### src/hw/videoBusPkg.sv
`default_nettype none

package videoBusPkg;

	// One word on the multiplexed P bus
	typedef logic [23:0] pBusT;

	// ROM addresses as the video logic computes them
	typedef logic [16:0] fixRomAddrT; // S ROM, bit 3 comes from S2H1 later
	typedef logic [24:0] sprRomAddrT; // C ROM, full byte address
	typedef logic [15:0] l0AddrT;     // L0 shrink table

	// Addresses rebuilt by the external latches
	typedef logic [23:0] cRomAddrT; // Sprite address with CA4 dropped
	typedef logic [16:0] sRomAddrT; // Fix address, LSB is live S2H1

	// Palettes and position
	typedef logic [3:0] fixPalT;
	typedef logic [7:0] sprPalT;
	typedef logic [7:0] xPosT;

	// One 4 bit pixel, two per fix ROM byte
	typedef logic [3:0] pixelT;

	// Everything the sequencer puts on the bus during one line
	typedef struct packed {
		fixRomAddrT fixRomAddr; // Loaded at slot 16
		fixPalT     fixPal;     // Loaded at slot 29
		sprRomAddrT sprRomAddr; // Loaded at slot 0
		sprPalT     sprPal;     // Upper byte of the slot 13 word
		xPosT       sprXPos;    // Middle byte of the slot 13 word
		l0AddrT     l0RomAddr;  // Loaded at slot 3
	} cycleInT;

	// Sprite attributes captured on LOAD
	typedef struct packed {
		sprPalT sprPal;
		xPosT   xPos;
	} sprAttrT;

	// Fix pixel out of the shifter
	// Palette travels with each pixel to the palette RAM lookup
	typedef struct packed {
		pixelT  pix;
		fixPalT pal;
	} fixPixelT;

endpackage

`default_nettype wire

### src/hw/videoTimingPkg.sv
`default_nettype none

package videoTimingPkg;

	// Tick number inside one line period
	// 32 ticks of CLK_24M, counter wraps on its own
	typedef logic [4:0] slotT;

	// Load slots for the P bus
	// A word loaded here shows on the bus from the next slot on

	localparam slotT slotSprAddr = 5'd0; // Sprite ROM address, PCK1 follows in 0..1

	localparam slotT slotL0Addr  = 5'd3; // L0 ROM address, upper byte zero

	localparam slotT slotSprAttr = 5'd13; // Sprite palette and X position

	localparam slotT slotFixAddr = 5'd16; // Fix ROM address, PCK2 follows in 16..17

	localparam slotT slotBlank   = 5'd19; // FF0000 filler word, held through slot 29

	localparam slotT slotFixPal  = 5'd29; // Fix palette, still on the bus at slot 0

	// Strobe and window slots

	localparam slotT slotLoad    = 5'd15; // LOAD high for this one tick

	// nVCS window for the L0 ROM
	// Registered, so the level changes one tick after the slot
	localparam slotT slotVcsOn   = 5'd2; // nVCS goes low after this slot

	localparam slotT slotVcsOff  = 5'd12; // nVCS back high, L0 data sampled here

	// Fix pixel pairs come every 8 ticks
	// S1H1 is slot bit 3 and S2H1 the inverse of slot bit 4
	// so a full 16 bit fix word spans one half line

endpackage

`default_nettype wire
### src/hw/pBusTop.sv
`default_nettype none

module pBusTop #(
	parameter int pixelTicks = 4 // Fix pixel length in CLK_24M ticks
) (
	input  wire                       CLK_24M,
	input  wire                       nRESET,
	input  wire videoBusPkg::cycleInT cycleIn,
	input  wire [7:0]                 l0RomData,  // From the L0 ROM
	input  wire [7:0]                 fixRomData, // From the S ROM
	output videoBusPkg::pBusT         pBus,
	output wire                       pck1,
	output wire                       pck2,
	output wire                       load,
	output wire                       s1h1,
	output wire                       s2h1,
	output wire                       nVcs,
	output wire [7:0]                 l0Data,
	output videoBusPkg::cRomAddrT     cRomAddr,
	output videoBusPkg::sRomAddrT     sRomAddr,
	output videoBusPkg::sprAttrT      sprAttr,
	output videoBusPkg::fixPixelT     fixPix
);

	import videoBusPkg::*;

	fixPalT fixPal; // Latched fix palette into the pixel block

	// Sequencer
	pCycle u_pCycle (
		.CLK_24M   (CLK_24M),
		.nRESET    (nRESET),
		.cycleIn   (cycleIn),
		.l0RomData (l0RomData),
		.pBus      (pBus),
		.pck1      (pck1),
		.pck2      (pck2),
		.load      (load),
		.s1h1      (s1h1),
		.s2h1      (s2h1),
		.nVcs      (nVcs),
		.l0Data    (l0Data)
	);

	// External latches on the P bus
	pBusLatch u_pBusLatch (
		.CLK_24M  (CLK_24M),
		.nRESET   (nRESET),
		.pBus     (pBus),
		.pck1     (pck1),
		.pck2     (pck2),
		.load     (load),
		.s2h1     (s2h1),
		.cRomAddr (cRomAddr),
		.sRomAddr (sRomAddr),
		.sprAttr  (sprAttr),
		.fixPal   (fixPal)
	);

	// Fix pixel output, B1 stand-in
	fixPixelShift #(
		.pixelTicks (pixelTicks)
	) u_fixPixelShift (
		.CLK_24M    (CLK_24M),
		.nRESET     (nRESET),
		.s1h1       (s1h1),
		.fixRomData (fixRomData),
		.fixPal     (fixPal),
		.fixPixel   (fixPix)
	);

endmodule

`default_nettype wire

### src/hw/fixPixelShift.sv
`default_nettype none

module fixPixelShift #(
	parameter int pixelTicks = 4 // CLK_24M ticks per pixel
) (
	input  wire                     CLK_24M,
	input  wire                     nRESET,
	input  wire                     s1h1,       // Pair clock from the sequencer
	input  wire [7:0]               fixRomData, // Two pixels, low nibble first
	input  wire videoBusPkg::fixPalT fixPal,
	output videoBusPkg::fixPixelT   fixPixel
);

	import videoBusPkg::*;

	localparam int cntW = (pixelTicks > 1) ? $clog2(pixelTicks) : 1;
	localparam logic [cntW-1:0] lastTick = cntW'(pixelTicks - 1);

	logic s1h1Dly;  // For transition detect
	logic latchEn;  // Either edge of S1H1

	logic [7:0] pixPair; // Latched ROM byte
	fixPalT     pairPal; // Palette latched with it

	logic [cntW-1:0] tickCnt; // Ticks spent on the current nibble
	logic            hiSel;   // High nibble showing

	pixelT pixNow;

	assign latchEn = s1h1 ^ s1h1Dly;

	// Nibble select
	assign pixNow = hiSel ? pixPair[7:4] : pixPair[3:0];

	assign fixPixel = '{pix: pixNow, pal: pairPal};

	always_ff @(posedge CLK_24M)
	begin
		if (!nRESET)
		begin
			s1h1Dly <= 1'b0;
			pixPair <= '0; // Output stays 0 until the first pair
			pairPal <= '0;
			tickCnt <= '0;
			hiSel   <= 1'b0;
		end
		else
		begin
			s1h1Dly <= s1h1;

			if (latchEn)
			begin
				// New pair, restart on the low nibble
				pixPair <= fixRomData;
				pairPal <= fixPal;
				tickCnt <= '0;
				hiSel   <= 1'b0;
			end
			else if (tickCnt == lastTick)
			begin
				tickCnt <= '0;
				hiSel   <= ~hiSel; // Alternates if pixels are short
			end
			else
			begin
				tickCnt <= tickCnt + 1'b1;
			end
		end
	end

endmodule

`default_nettype wire

### src/hw/pBusLatch.sv
`default_nettype none

module pBusLatch (
	input  wire                    CLK_24M,
	input  wire                    nRESET,
	input  wire videoBusPkg::pBusT pBus,
	input  wire                    pck1,
	input  wire                    pck2,
	input  wire                    load,
	input  wire                    s2h1,     // Live fix address LSB
	output videoBusPkg::cRomAddrT  cRomAddr, // To the C ROMs
	output videoBusPkg::sRomAddrT  sRomAddr, // To the S ROM
	output videoBusPkg::sprAttrT   sprAttr,
	output videoBusPkg::fixPalT    fixPal    // To the fix pixel block
);

	// Strobe history for edge detection
	logic pck1Dly;
	logic pck2Dly;

	logic pck1Rise; // First PCK1 tick
	logic pck1Last; // Last PCK1 tick, edge after it ends the pulse
	logic pck2Last; // Same for PCK2

	logic [15:0] sRomCap; // Fix address bits from the bus, ROM order

	assign pck1Rise = pck1 & ~pck1Dly;
	assign pck1Last = pck1 & pck1Dly; // Pulses are two ticks wide
	assign pck2Last = pck2 & pck2Dly;

	// S2H1 picks the byte of the pair and is not latched
	assign sRomAddr = {sRomCap, s2h1};

	always_ff @(posedge CLK_24M)
	begin
		if (!nRESET)
		begin
			pck1Dly <= 1'b0;
			pck2Dly <= 1'b0;
		end
		else
		begin
			pck1Dly <= pck1;
			pck2Dly <= pck2;
		end
	end

	// The 273 latches
	always_ff @(posedge CLK_24M)
	begin
		if (!nRESET)
		begin
			cRomAddr <= '0;
			sRomCap  <= '0;
			sprAttr  <= '0;
			fixPal   <= '0;
		end
		else
		begin
			// Sprite address word, bus order is
			// top nibble, low nibble, bits 20..5
			if (pck1Last)
				cRomAddr <= {pBus[23:20], pBus[15:0], pBus[19:16]};

			// Fix palette word is still on the bus when PCK1 rises
			if (pck1Rise)
				fixPal <= pBus[19:16];

			// Fix address word, bus order is
			// bit 4, bits 2..0, bits 16..5
			if (pck2Last)
				sRomCap <= {pBus[11:0], pBus[15], pBus[14:12]};

			// Palette in the upper byte, X in the middle one
			if (load)
			begin
				sprAttr.sprPal <= pBus[23:16];
				sprAttr.xPos   <= pBus[15:8];
			end
		end
	end

endmodule

`default_nettype wire

### src/hw/pCycle.sv
`default_nettype none

module pCycle (
	input  wire                  CLK_24M,
	input  wire                  nRESET,
	input  wire videoBusPkg::cycleInT cycleIn,
	input  wire [7:0]            l0RomData,  // L0 ROM read back, separate from the bus
	output videoBusPkg::pBusT    pBus,
	output logic                 pck1,       // Sprite address latch strobe
	output logic                 pck2,       // Fix address latch strobe
	output logic                 load,       // Sprite attribute strobe
	output logic                 s1h1,       // Fix pixel pair clock
	output logic                 s2h1,       // Fix address LSB
	output logic                 nVcs,       // L0 ROM chip select
	output logic [7:0]           l0Data
);

	import videoTimingPkg::*;
	import videoBusPkg::*;

	localparam pBusT blankWord = 24'hFF0000; // Filler in slots 20..29

	slotT slot; // Position inside the line period

	// Bus words before registering
	pBusT sprWord;
	pBusT l0Word;
	pBusT attrWord;
	pBusT fixWord;
	pBusT palWord;

	// Sprite address in bus order
	// Top nibble, then the low nibble, then bits 20..5, CA4 left out
	assign sprWord = {cycleIn.sprRomAddr[24:21],
		cycleIn.sprRomAddr[3:0],
		cycleIn.sprRomAddr[20:5]};

	assign l0Word = {8'h00, cycleIn.l0RomAddr}; // Upper byte not driven on real hw

	assign attrWord = {cycleIn.sprPal, cycleIn.sprXPos, 8'h00};

	// Fix address in bus order
	// Bit 3 is replaced by S2H1 in the latch, so it never goes out
	assign fixWord = {8'h00,
		cycleIn.fixRomAddr[4],
		cycleIn.fixRomAddr[2:0],
		cycleIn.fixRomAddr[16:5]};

	assign palWord = {4'h0, cycleIn.fixPal, 16'h0000};

	// Free running slot counter
	always_ff @(posedge CLK_24M)
	begin
		if (!nRESET)
		begin
			slot <= '0;
		end
		else
		begin
			slot <= slot + 5'd1; // Wraps at 32
		end
	end

	// Strobes decode straight from the slot
	assign pck1 = (slot[4:1] == slotSprAddr[4:1]); // Slots 0 and 1
	assign pck2 = (slot[4:1] == slotFixAddr[4:1]); // Slots 16 and 17
	assign load = (slot == slotLoad);
	assign s1h1 = slot[3];  // Toggles every 8 ticks
	assign s2h1 = ~slot[4]; // High in the first half line

	// nVCS window and L0 data capture
	always_ff @(posedge CLK_24M)
	begin
		if (!nRESET)
		begin
			nVcs   <= 1'b1;
			l0Data <= '0;
		end
		else
		begin
			if (slot == slotVcsOn)
				nVcs <= 1'b0; // Low from slot 3
			else if (slot == slotVcsOff)
				nVcs <= 1'b1; // High again from slot 13

			// ROM has had the whole window to answer
			if (slot == slotVcsOff)
				l0Data <= l0RomData;
		end
	end

	// P bus multiplexer
	// Each word is registered at its load slot and held until the next one
	always_ff @(posedge CLK_24M)
	begin
		if (!nRESET)
		begin
			pBus <= '0;
		end
		else
		begin
			case (slot)
				slotSprAddr: pBus <= sprWord;   // Seen by PCK1
				slotL0Addr:  pBus <= l0Word;    // Seen during nVCS
				slotSprAttr: pBus <= attrWord;  // Seen by LOAD
				slotFixAddr: pBus <= fixWord;   // Seen by PCK2
				slotBlank:   pBus <= blankWord;
				slotFixPal:  pBus <= palWord;   // Still there at slot 0
				default:     pBus <= pBus;
			endcase
		end
	end

endmodule

`default_nettype wire

### config.mk
export PLATFORM = sky130hd
export DESIGN_NAME = pBusTop
export DESIGN_NICKNAME = d
export VERILOG_FILES = /design/src/hw/videoBusPkg.sv /design/src/hw/videoTimingPkg.sv /design/src/hw/pBusTop.sv /design/src/hw/fixPixelShift.sv /design/src/hw/pBusLatch.sv /design/src/hw/pCycle.sv
export SDC_FILE = /design/constraint.sdc
export NUM_CORES = 1
export LEC_CHECK = 0
export ABC_AREA = 1
export BUFFER_PORTS_ARGS = -buffer_cell sky130_fd_sc_hd__buf_2
export CAP_MARGIN = 20
export CORE_MARGIN = 10
export CORE_UTILIZATION = 48
export DETAILED_ROUTE_END_ITERATION = 12
export PLACE_DENSITY = 0.87
export SLEW_MARGIN = 10
export SYNTH_ARGS = -nofsm -noshare
export SYNTH_HDL_FRONTEND = slang
export SYNTH_SLANG_ARGS = --single-unit
### constraint.sdc
create_clock -name CLK_24M -period 2 [get_ports CLK_24M]
set_input_delay 0.4 -clock CLK_24M [delete_from_list [all_inputs] [get_ports CLK_24M]]
set_output_delay 0.4 -clock CLK_24M [all_outputs]
set_load 0.02 [all_outputs]
Word-level counts from Yosys, hierarchy flattened
Index checks and enable logic that the tools add are counted. W data, S select, Z words.

Flip-flop bits (word level): 116. Bits of input ports: 96. Output and inout bits: 103. Word-level logic and storage cells: 46.

Add/subtract/negate cells: 2. Equal/unequal tests: 10. Multiplexer cells: 4. Bitwise logic cells: 8. Reduce and logical (&&, ||, !) cells: 6.

Operator list (count): $pmux W24 S6 (1); $eq A5 B4 Y1 const B (3); $eq A5 B5 Y1 const B (3); $eq A5 B2 Y1 const B (2); $reduce_bool A6 Y1 (1); $add A5 B1 Y5 const B (1); $logic_not A5 Y1 (1); $eq A4 B4 Y1 const B (1); $logic_not A4 Y1 (1); $mux W4 (1); $not A1 Y1 (4); $and A1 B1 Y1 (3); $reduce_or A3 Y1 (1); $add A2 B1 Y2 const B (1); $eq A2 B2 Y1 const B (1); $mux W1 (2); $reduce_bool A2 Y1 (1); $reduce_or A2 Y1 (1); $xor A1 B1 Y1 (1).

Longest topological paths before layout
Gate-level depths: netlist of run 1.

Depth in word-level cells: 3. Gate-level depth with buffers: 10. Mapped depth without buffers: 10.

Modules after synthesis
A second synthesis of run 1 with hierarchy kept.

Cell total of the unflattened synthesis: 691. Area total of the unflattened synthesis: 5003.5 um2.

Modules (own cells, without submodules): pBusLatch (times used 1, cells each 280, area an instance 2239.6 um2, sequential area each 1241.2 um2); pCycle (times used 1, cells each 304, area an instance 2035.7 um2, sequential area each 760.7 um2); fixPixelShift (times used 1, cells each 107, area an instance 728.2 um2, sequential area each 320.3 um2).

Worst setup path before layout of run 1
Ideal clock, no wire load.

Path type: register -> register. Start: register u_pCycle.slot[1]. End: register, netlist name u_pBusLatch.sprAttr[12]. Setup time: 0.116 ns. Arrival: 1.930 ns. Data required time: 1.884 ns. Setup slack: -0.046 ns. Stages on the path, launching flop included: 10. Clock period less this slack: 2.046 ns. Path through: dfxtp_1 -> ha_1 -> buf_1 -> inv_1 -> nor2_1 -> ha_1 -> inv_1 -> clkbuf_1 -> nor2_1 -> nor2_1.

Word-level cells in the longest chain between the ends: 1.

Ends and longest elaborated chain: from (decl) (RTL line pCycle.sv:23) `slotT slot;`; from (signal assigned) (RTL line pCycle.sv:60) `slot <= slot + 5'd1;`; $eq A5 B4 Y1 (RTL line pCycle.sv:67) `assign load = (slot == slotLoad);`; named net load (RTL line pBusTop.sv:14) `output wire load,`.

The timed path passes the listed nets, and every way through them passes these cells. A chain may end at the register's enable or synchronous reset.

Worst setup path in the final report of run 1
Start: register u_pCycle.slot[1]. End: output port load.

Word-level cells in the longest chain between the ends: 1.

Ends and longest elaborated chain (RTL line): $eq A5 B4 Y1 (pCycle.sv:67); to (decl) (pBusTop.sv:14).

No other way between the ends.

==> results of run 1 <==
cell type report:
cell class              count  area [µm²]
fillers                   930        3500
flip-flops and latches    116        2330
clock inverters            14         178
clock buffers              18         418
multi-input cells         473        2220
inverters                  59         229
repair buffers            216        1170
well taps                 136         170
layout by cell type, fill, tap and decap left out, types with 2 or more instances in the layout:
cell | Yosys | routed
xnor2_1 | 2 | 2
ha_1 | 6 | 4
nand4_1 | 33 | 33
nand2_1 | 108 | 107
clkinvlp_4 | 0 | 4
o21ai_1 | 5 | 5
nor2_1 | 127 | 127
clkbuf_16 | 0 | 16
nand2_2 | 2 | 3
a21oi_1 | 53 | 53
nor2_4 | 1 | 2
nand3_2 | 1 | 2
buf_2 | 14 | 195
inv_6 | 0 | 2
dfxtp_1 | 116 | 112
buf_4 | 6 | 17
buf_12 | 0 | 3
inv_2 | 3 | 2
a211oi_1 | 4 | 4
bufinv_16 | 0 | 3
o21ai_0 | 54 | 54
dfxtp_4 | 0 | 3
nand3_1 | 73 | 72
inv_1 | 55 | 54
clkinv_4 | 0 | 5
repair_timing:
item | in CTS | in global routing
pin swaps | 1 | 1
hold buffers | 0 | 0
endpoints found under the setup margin | 3 | 5
cloned | 0 | 0
buffers inserted | 1 | 1
gates resized for setup | 9 | 7
worst max-delay path, cell delays in order (launching register included):
cell,delay (ps)
dfxtp_4,380
ha_4,150
inv_1,40
nor2_1,110
ha_2,220
buf_6,130
worst paths after layout:
kind	from	cells past startpoint	slack [ps]	to
hold reg to reg	u_fixPixelShift.tickCnt[0]	1	430	u_fixPixelShift.tickCnt[0]
setup / recovery	u_pCycle.slot[1]	5	60	load
hold / removal	fixRomData[4]	3	110	u_fixPixelShift.pixPair[4]
setup reg to reg	u_pCycle.slot[1]	9	180	u_pBusLatch.sprAttr[3]
power by group:
part           total (µW)  internal [µW]  switching [µW]
logic                 866            324             542
clock network        3000           1910            1100
registers            2620           2450             170
total                6480           4680            1810
per-layer routing:
layer	global-route usage, %	vias to the layer above	wire length (µm)	part of all wire (%)
li1	-	2657	-	-
met1	27.0	2398	6790	42
met2	33.7	264	7560	46
met3	8.74	22	1650	10
met4	6.93	0	300	1.8
met5	0	-	0	0
stage by stage:
stage               setup TNS (ps)  instances
detailed placement               0        998
global route                -0.413       1032
floorplan                        0        696
finish                           0       1032
CTS                              0       1031
global placement                 0        998
logic make-up after synthesis:
kind of cell / synth area share (%)
fa+ha+maj: 1.51
xor+xnor: 0.352
buf+inv: 9.18
flops: 46.7
simple gates: 30.4
compound gates: 11.9
registers in the layout, indices dropped and copies added, names as in the netlist:
register,flops
u_pBusLatch.sprAttr,16
u_pBusLatch.sRomCap,16
u_pBusLatch.fixPal,4
u_pBusLatch.pck1Dly,1
u_pBusLatch.pck2Dly,1
u_pCycle.pBus,24
u_pBusLatch.cRomAddr,24
u_fixPixelShift.tickCnt,2
u_pCycle.l0Data,8
u_fixPixelShift.pixPair,8
u_fixPixelShift.hiSel,1
u_pCycle.slot,5
u_fixPixelShift.pairPal,4
u_pCycle.nVcs,1
u_fixPixelShift.s1h1Dly,1
==> qor.csv, run 1 <==
metric;value;unit
die_w;122;µm
cts.sinks;116;
syn_to_final_growth;35.2;%
hold_slack;113;ps
grt_pass1_vias;5186;
drc_errors;0;
postSynthAreaPerCell;7.15;µm²
num_antenna_cells;0;
synth_flop_cell;dfxtp_1;
start_kind;flop;
yosysWarnings;0;
die_y;122;µm
num_vias;5341;
critPathMaxFanout;6;
synth.cell_area;0.00497;mm²
cts_tree;done;
grt_max_degree;50;
final_area;0.00673;mm²
hpwl;12.1;mm
placed_area;0.00607;mm²
period_share;96.8;%
min_period;1940;ps
rows;37;
ant_nets;0;
overflow;0;
arrival;1540;ps
slew_violations;0;
cts_made_buffers;17;
clkLatencyLatePin;510;ps
synthesis.instances;696;
synth_fp_nets;798;
setup_violations;0;
gp_congestion;0.862;
power_density;964;mW/mm²
track_usage;21.7;%
path_class;flop to primary output;
tightest_slew;577;ps
drive_above_1_share;29.5;%
ys_top_cells_by_area;dfxtp_1, nor2_1, nand2_1, nand3_1, o21ai_0;
dieArea;0.0148;mm²
coreArea;0.0102;mm²
dp_slack;228;ps
fin_skew;12.0;ps
hold_viol_final;0;
final_util;65.7;%
first_pass_iters;7;
grt_pass1_wl;26.0;mm
fin_total_pwr;6480;µW
ys_ff_latch;116;
drtIter0Drc;427;
status;finished clean;
synth-edff-count;0;
portBuffers;196;
peakVddDrop;0.503;mV
wl_per_cell;15.8;µm
fin_ws;64.8;ps
yosys.cell_count.top_type;nor2_1;
yosys.area.top_type;dfxtp_1;
fmax;517;MHz
clk_path_buf_depth;2;
synthArstFlopShare;0;%
seq_area_frac_synth;46.7;%
synth_top_area_share;46.7;%
root_buffer;clkbuf_8;
drv_cap;0;
required;1600;ps
worstSetupEndpointType;primary output;
antenna_found_initial;0;
synth_cell_types;26;
wl;16.3;mm
nets;985;
start_util;48.6;%
yosys-top-cells-count;nor2_1, dfxtp_1, nand2_1;
hold_path.class;input pin to flop;
cts.reportedPaths.clkPinSlew;60;ps
via_per_inst;5.18;
max_slew_margin;61.4;%
htree_num_levels;4;
num_io_pins;199;
p_leak;0.00335;µW
(Power assumes the default switching activity.)
==> run 2, diff against run 1 <==
- CELL_PAD_IN_SITES_DETAIL_PLACEMENT: default -> 1
- CELL_PAD_IN_SITES_GLOBAL_PLACEMENT: default -> 2
- CORE_UTILIZATION: 48 -> 25
==> run 2 against run 1 <==
Compared with the run above:
- sequential share of layout area is 1.0 points lower
- first-iteration DRC count is 65% lower
- sequential power hardly changed
- via count is 0.30% lower
- core utilization is 30 points lower
- critical endpoint unchanged
- highest routed layer is now met5
==> qor.csv, run 2 (synthesized netlist as in run 1, its figures left out) <==
metric;value;unit;change
status;finished clean;;
cts.sinks;116;;unchanged
cts_tree;done;;
critPathMaxFanout;6;;unchanged
coreArea;0.0195;mm²;+91%
gp_congestion;0.770;;-11%
final_cell_mix;buf_2, nor2_1, dfxtp_1, nand2_1, nand3_1;;
startpoint;u_pCycle.slot[3];;
required;1600;ps;about the same
hold_viol_final;0;;unchanged
multi_input_area;0.00221;mm²;-0.34%
layout_commonest_cell;buf_2;;
top_regs;u_pBusLatch.cRomAddr (24), u_pCycle.pBus (24);;
path_class;flop to primary output;;
portBuffers;196;;unchanged
num_vias;5325;;-0.30%
die_y;161;µm;+32%
cts.reportedPaths.clkPinSlew;50;ps;about the same
crit_path_cell_trace;buf_4, nand2_1, nor2_1, ha_2, clkbuf_4;;
slew_violations;0;;unchanged
syn_to_final_growth;39.3;%;
htree_num_levels;4;;unchanged
cp_slowest_cell;dfxtp_1;;
period_share;94.6;%;-2.2 points
antenna_found_initial;6;;+6
dieArea;0.0259;mm²;+75%
hold_path.class;input pin to flop;;
min_period;1890;ps;-43.4 ps
hpwl;16.0;mm;+32%
root_buffer;clkbuf_16;;
setup_violations;0;;unchanged
fill_cells;2550;;+170%
grt_max_degree;31;;-38%
fmax;529;MHz;+2.3%
track_usage;15.6;%;-6.1 points
nets;1001;;+1.6%
cpPeakStageDelay;370;ps;about the same
drv_cap;0;;unchanged
ant_nets;0;;unchanged
ff_latch_area;0.00233;mm²;-0.11%
hold_buffers;0;;unchanged
final_util;35.5;%;-30 points
rsz0062_at_grt;no;;
clk_path_buf_depth;2;;unchanged
finalSetupTns;0;ps;unchanged
die_w;161;µm;+32%
num_io_pins;199;;unchanged
p_leak;0.00342;µW;+2.0%
worstSetupEndpointType;primary output;;
arrival;1490;ps;-50 ps
power_density;924;mW/mm²;-4.1%
fin_skew;6.51;ps;-5.46 ps
drc_errors;0;;unchanged
rows;51;;+38%
wl_per_cell;17.5;µm;+11%
clkLatencyLatePin;410;ps;-100 ps
r2r-start;u_pCycle.slot[0];;
min_from;fixRomData[7];;
overflow;0;;unchanged
tightest_slew;680;ps;+103 ps
grt_pass1_vias;5541;;+6.8%
peakVddDrop;0.472;mV;-6.1%
start_kind;flop;;
wl;20.6;mm;+26%
first_pass_iters;4;;-3
via_per_inst;4.53;;-13%
max_slew_margin;54.6;%;-6.8 points
drtIter0Drc;150;;-65%
start_util;25.5;%;-23 points
grt_pass1_wl;32.1;mm;+23%
drive_above_1_share;30.3;%;+0.79 points
cts_made_buffers;17;;unchanged
## run 2: cell types whose count changed in the layout (fill, tap and decap cells not counted), moves of 2 or more
cell	delta
clkinvlp_4	-4
clkinv_4	-5
buf_12	-2
buf_4	+18
bufinv_16	-2
clkinv_2	+3
clkbuf_8	+4
diode_2	+2
inv_6	-2
## run 2: final timing paths
| kind | endpoint | slack (ps) | cells after the start |
|---|---|---|---|
| max | load | 110 | 5 |
| min | u_fixPixelShift.pixPair[7] | 220 | 3 |
| max reg2reg | u_pCycle.pBus[9] | 210 | 8 |
| min reg2reg | u_fixPixelShift.tickCnt[0] | 420 | 1 |
## run 2: metal layers
metal / vias to the layer above / global-route usage (%) / wire (µm)
met4: 8 / 4.14 / 204
li1: 2675 / - / -
met5: - / 0 / 47
met3: 20 / 5.34 / 1350
met1: 2487 / 20.0 / 9530
met2: 135 / 24.5 / 9460
## run 2: critical path, delay by kind of cell, from the launching register on
family / cells / cell delay (ps)
DFF: 1 / 370
and+or+nand+nor: 2 / 180
buffers and inverters: 2 / 350
adders and majority gates: 1 / 200
## run 2: repair_timing
| action | 4_1_cts | 5_1_grt |
|---|---|---|
| resized for setup | 5 | 6 |
| pin swaps | 0 | 0 |
| buffers inserted | 0 | 1 |
| setup endpoints to repair | 2 | 3 |
| endpoints found under the hold margin | 0 | 0 |
## run 2: power by group
group / leakage, µW / internal [µW] / switching [µW]
Clock: 0.000278 / 1840 / 1000
Combinational: 0.00219 / 348 / 610
Sequential: 0.000947 / 2450 / 154
## run 2: area by class of cell
| type | count | share of cell area (%) |
|---|---|---|
| Antenna cell | 2 | 0.0722 |
| Timing Repair Buffer | 232 | 18.3 |
| Clock buffer | 24 | 7.24 |
| Clock inverter | 5 | 0.722 |
| Sequential cell | 116 | 33.7 |
| Inverter | 59 | 3.27 |
| Multi-Input combinational cell | 473 | 32.0 |
| Tap cell | 265 | 4.79 |
## run 2: through the flow
step / power, µW / hold slack (ps) / worst slack (ps) / area (µm²) / cells
floorplan: 3150 / 397 / 68.9 / 4980 / 696
finish: 6400 / 221 / 108 / 6930 / 1176
global route: 6720 / 209 / 7.98 / 6920 / 1174
CTS: 6490 / 206 / 6.96 / 6900 / 1173
detailed placement: 3620 / 418 / 95.9 / 6330 / 1144
global placement: 3600 / 409 / 142 / 6330 / 1144
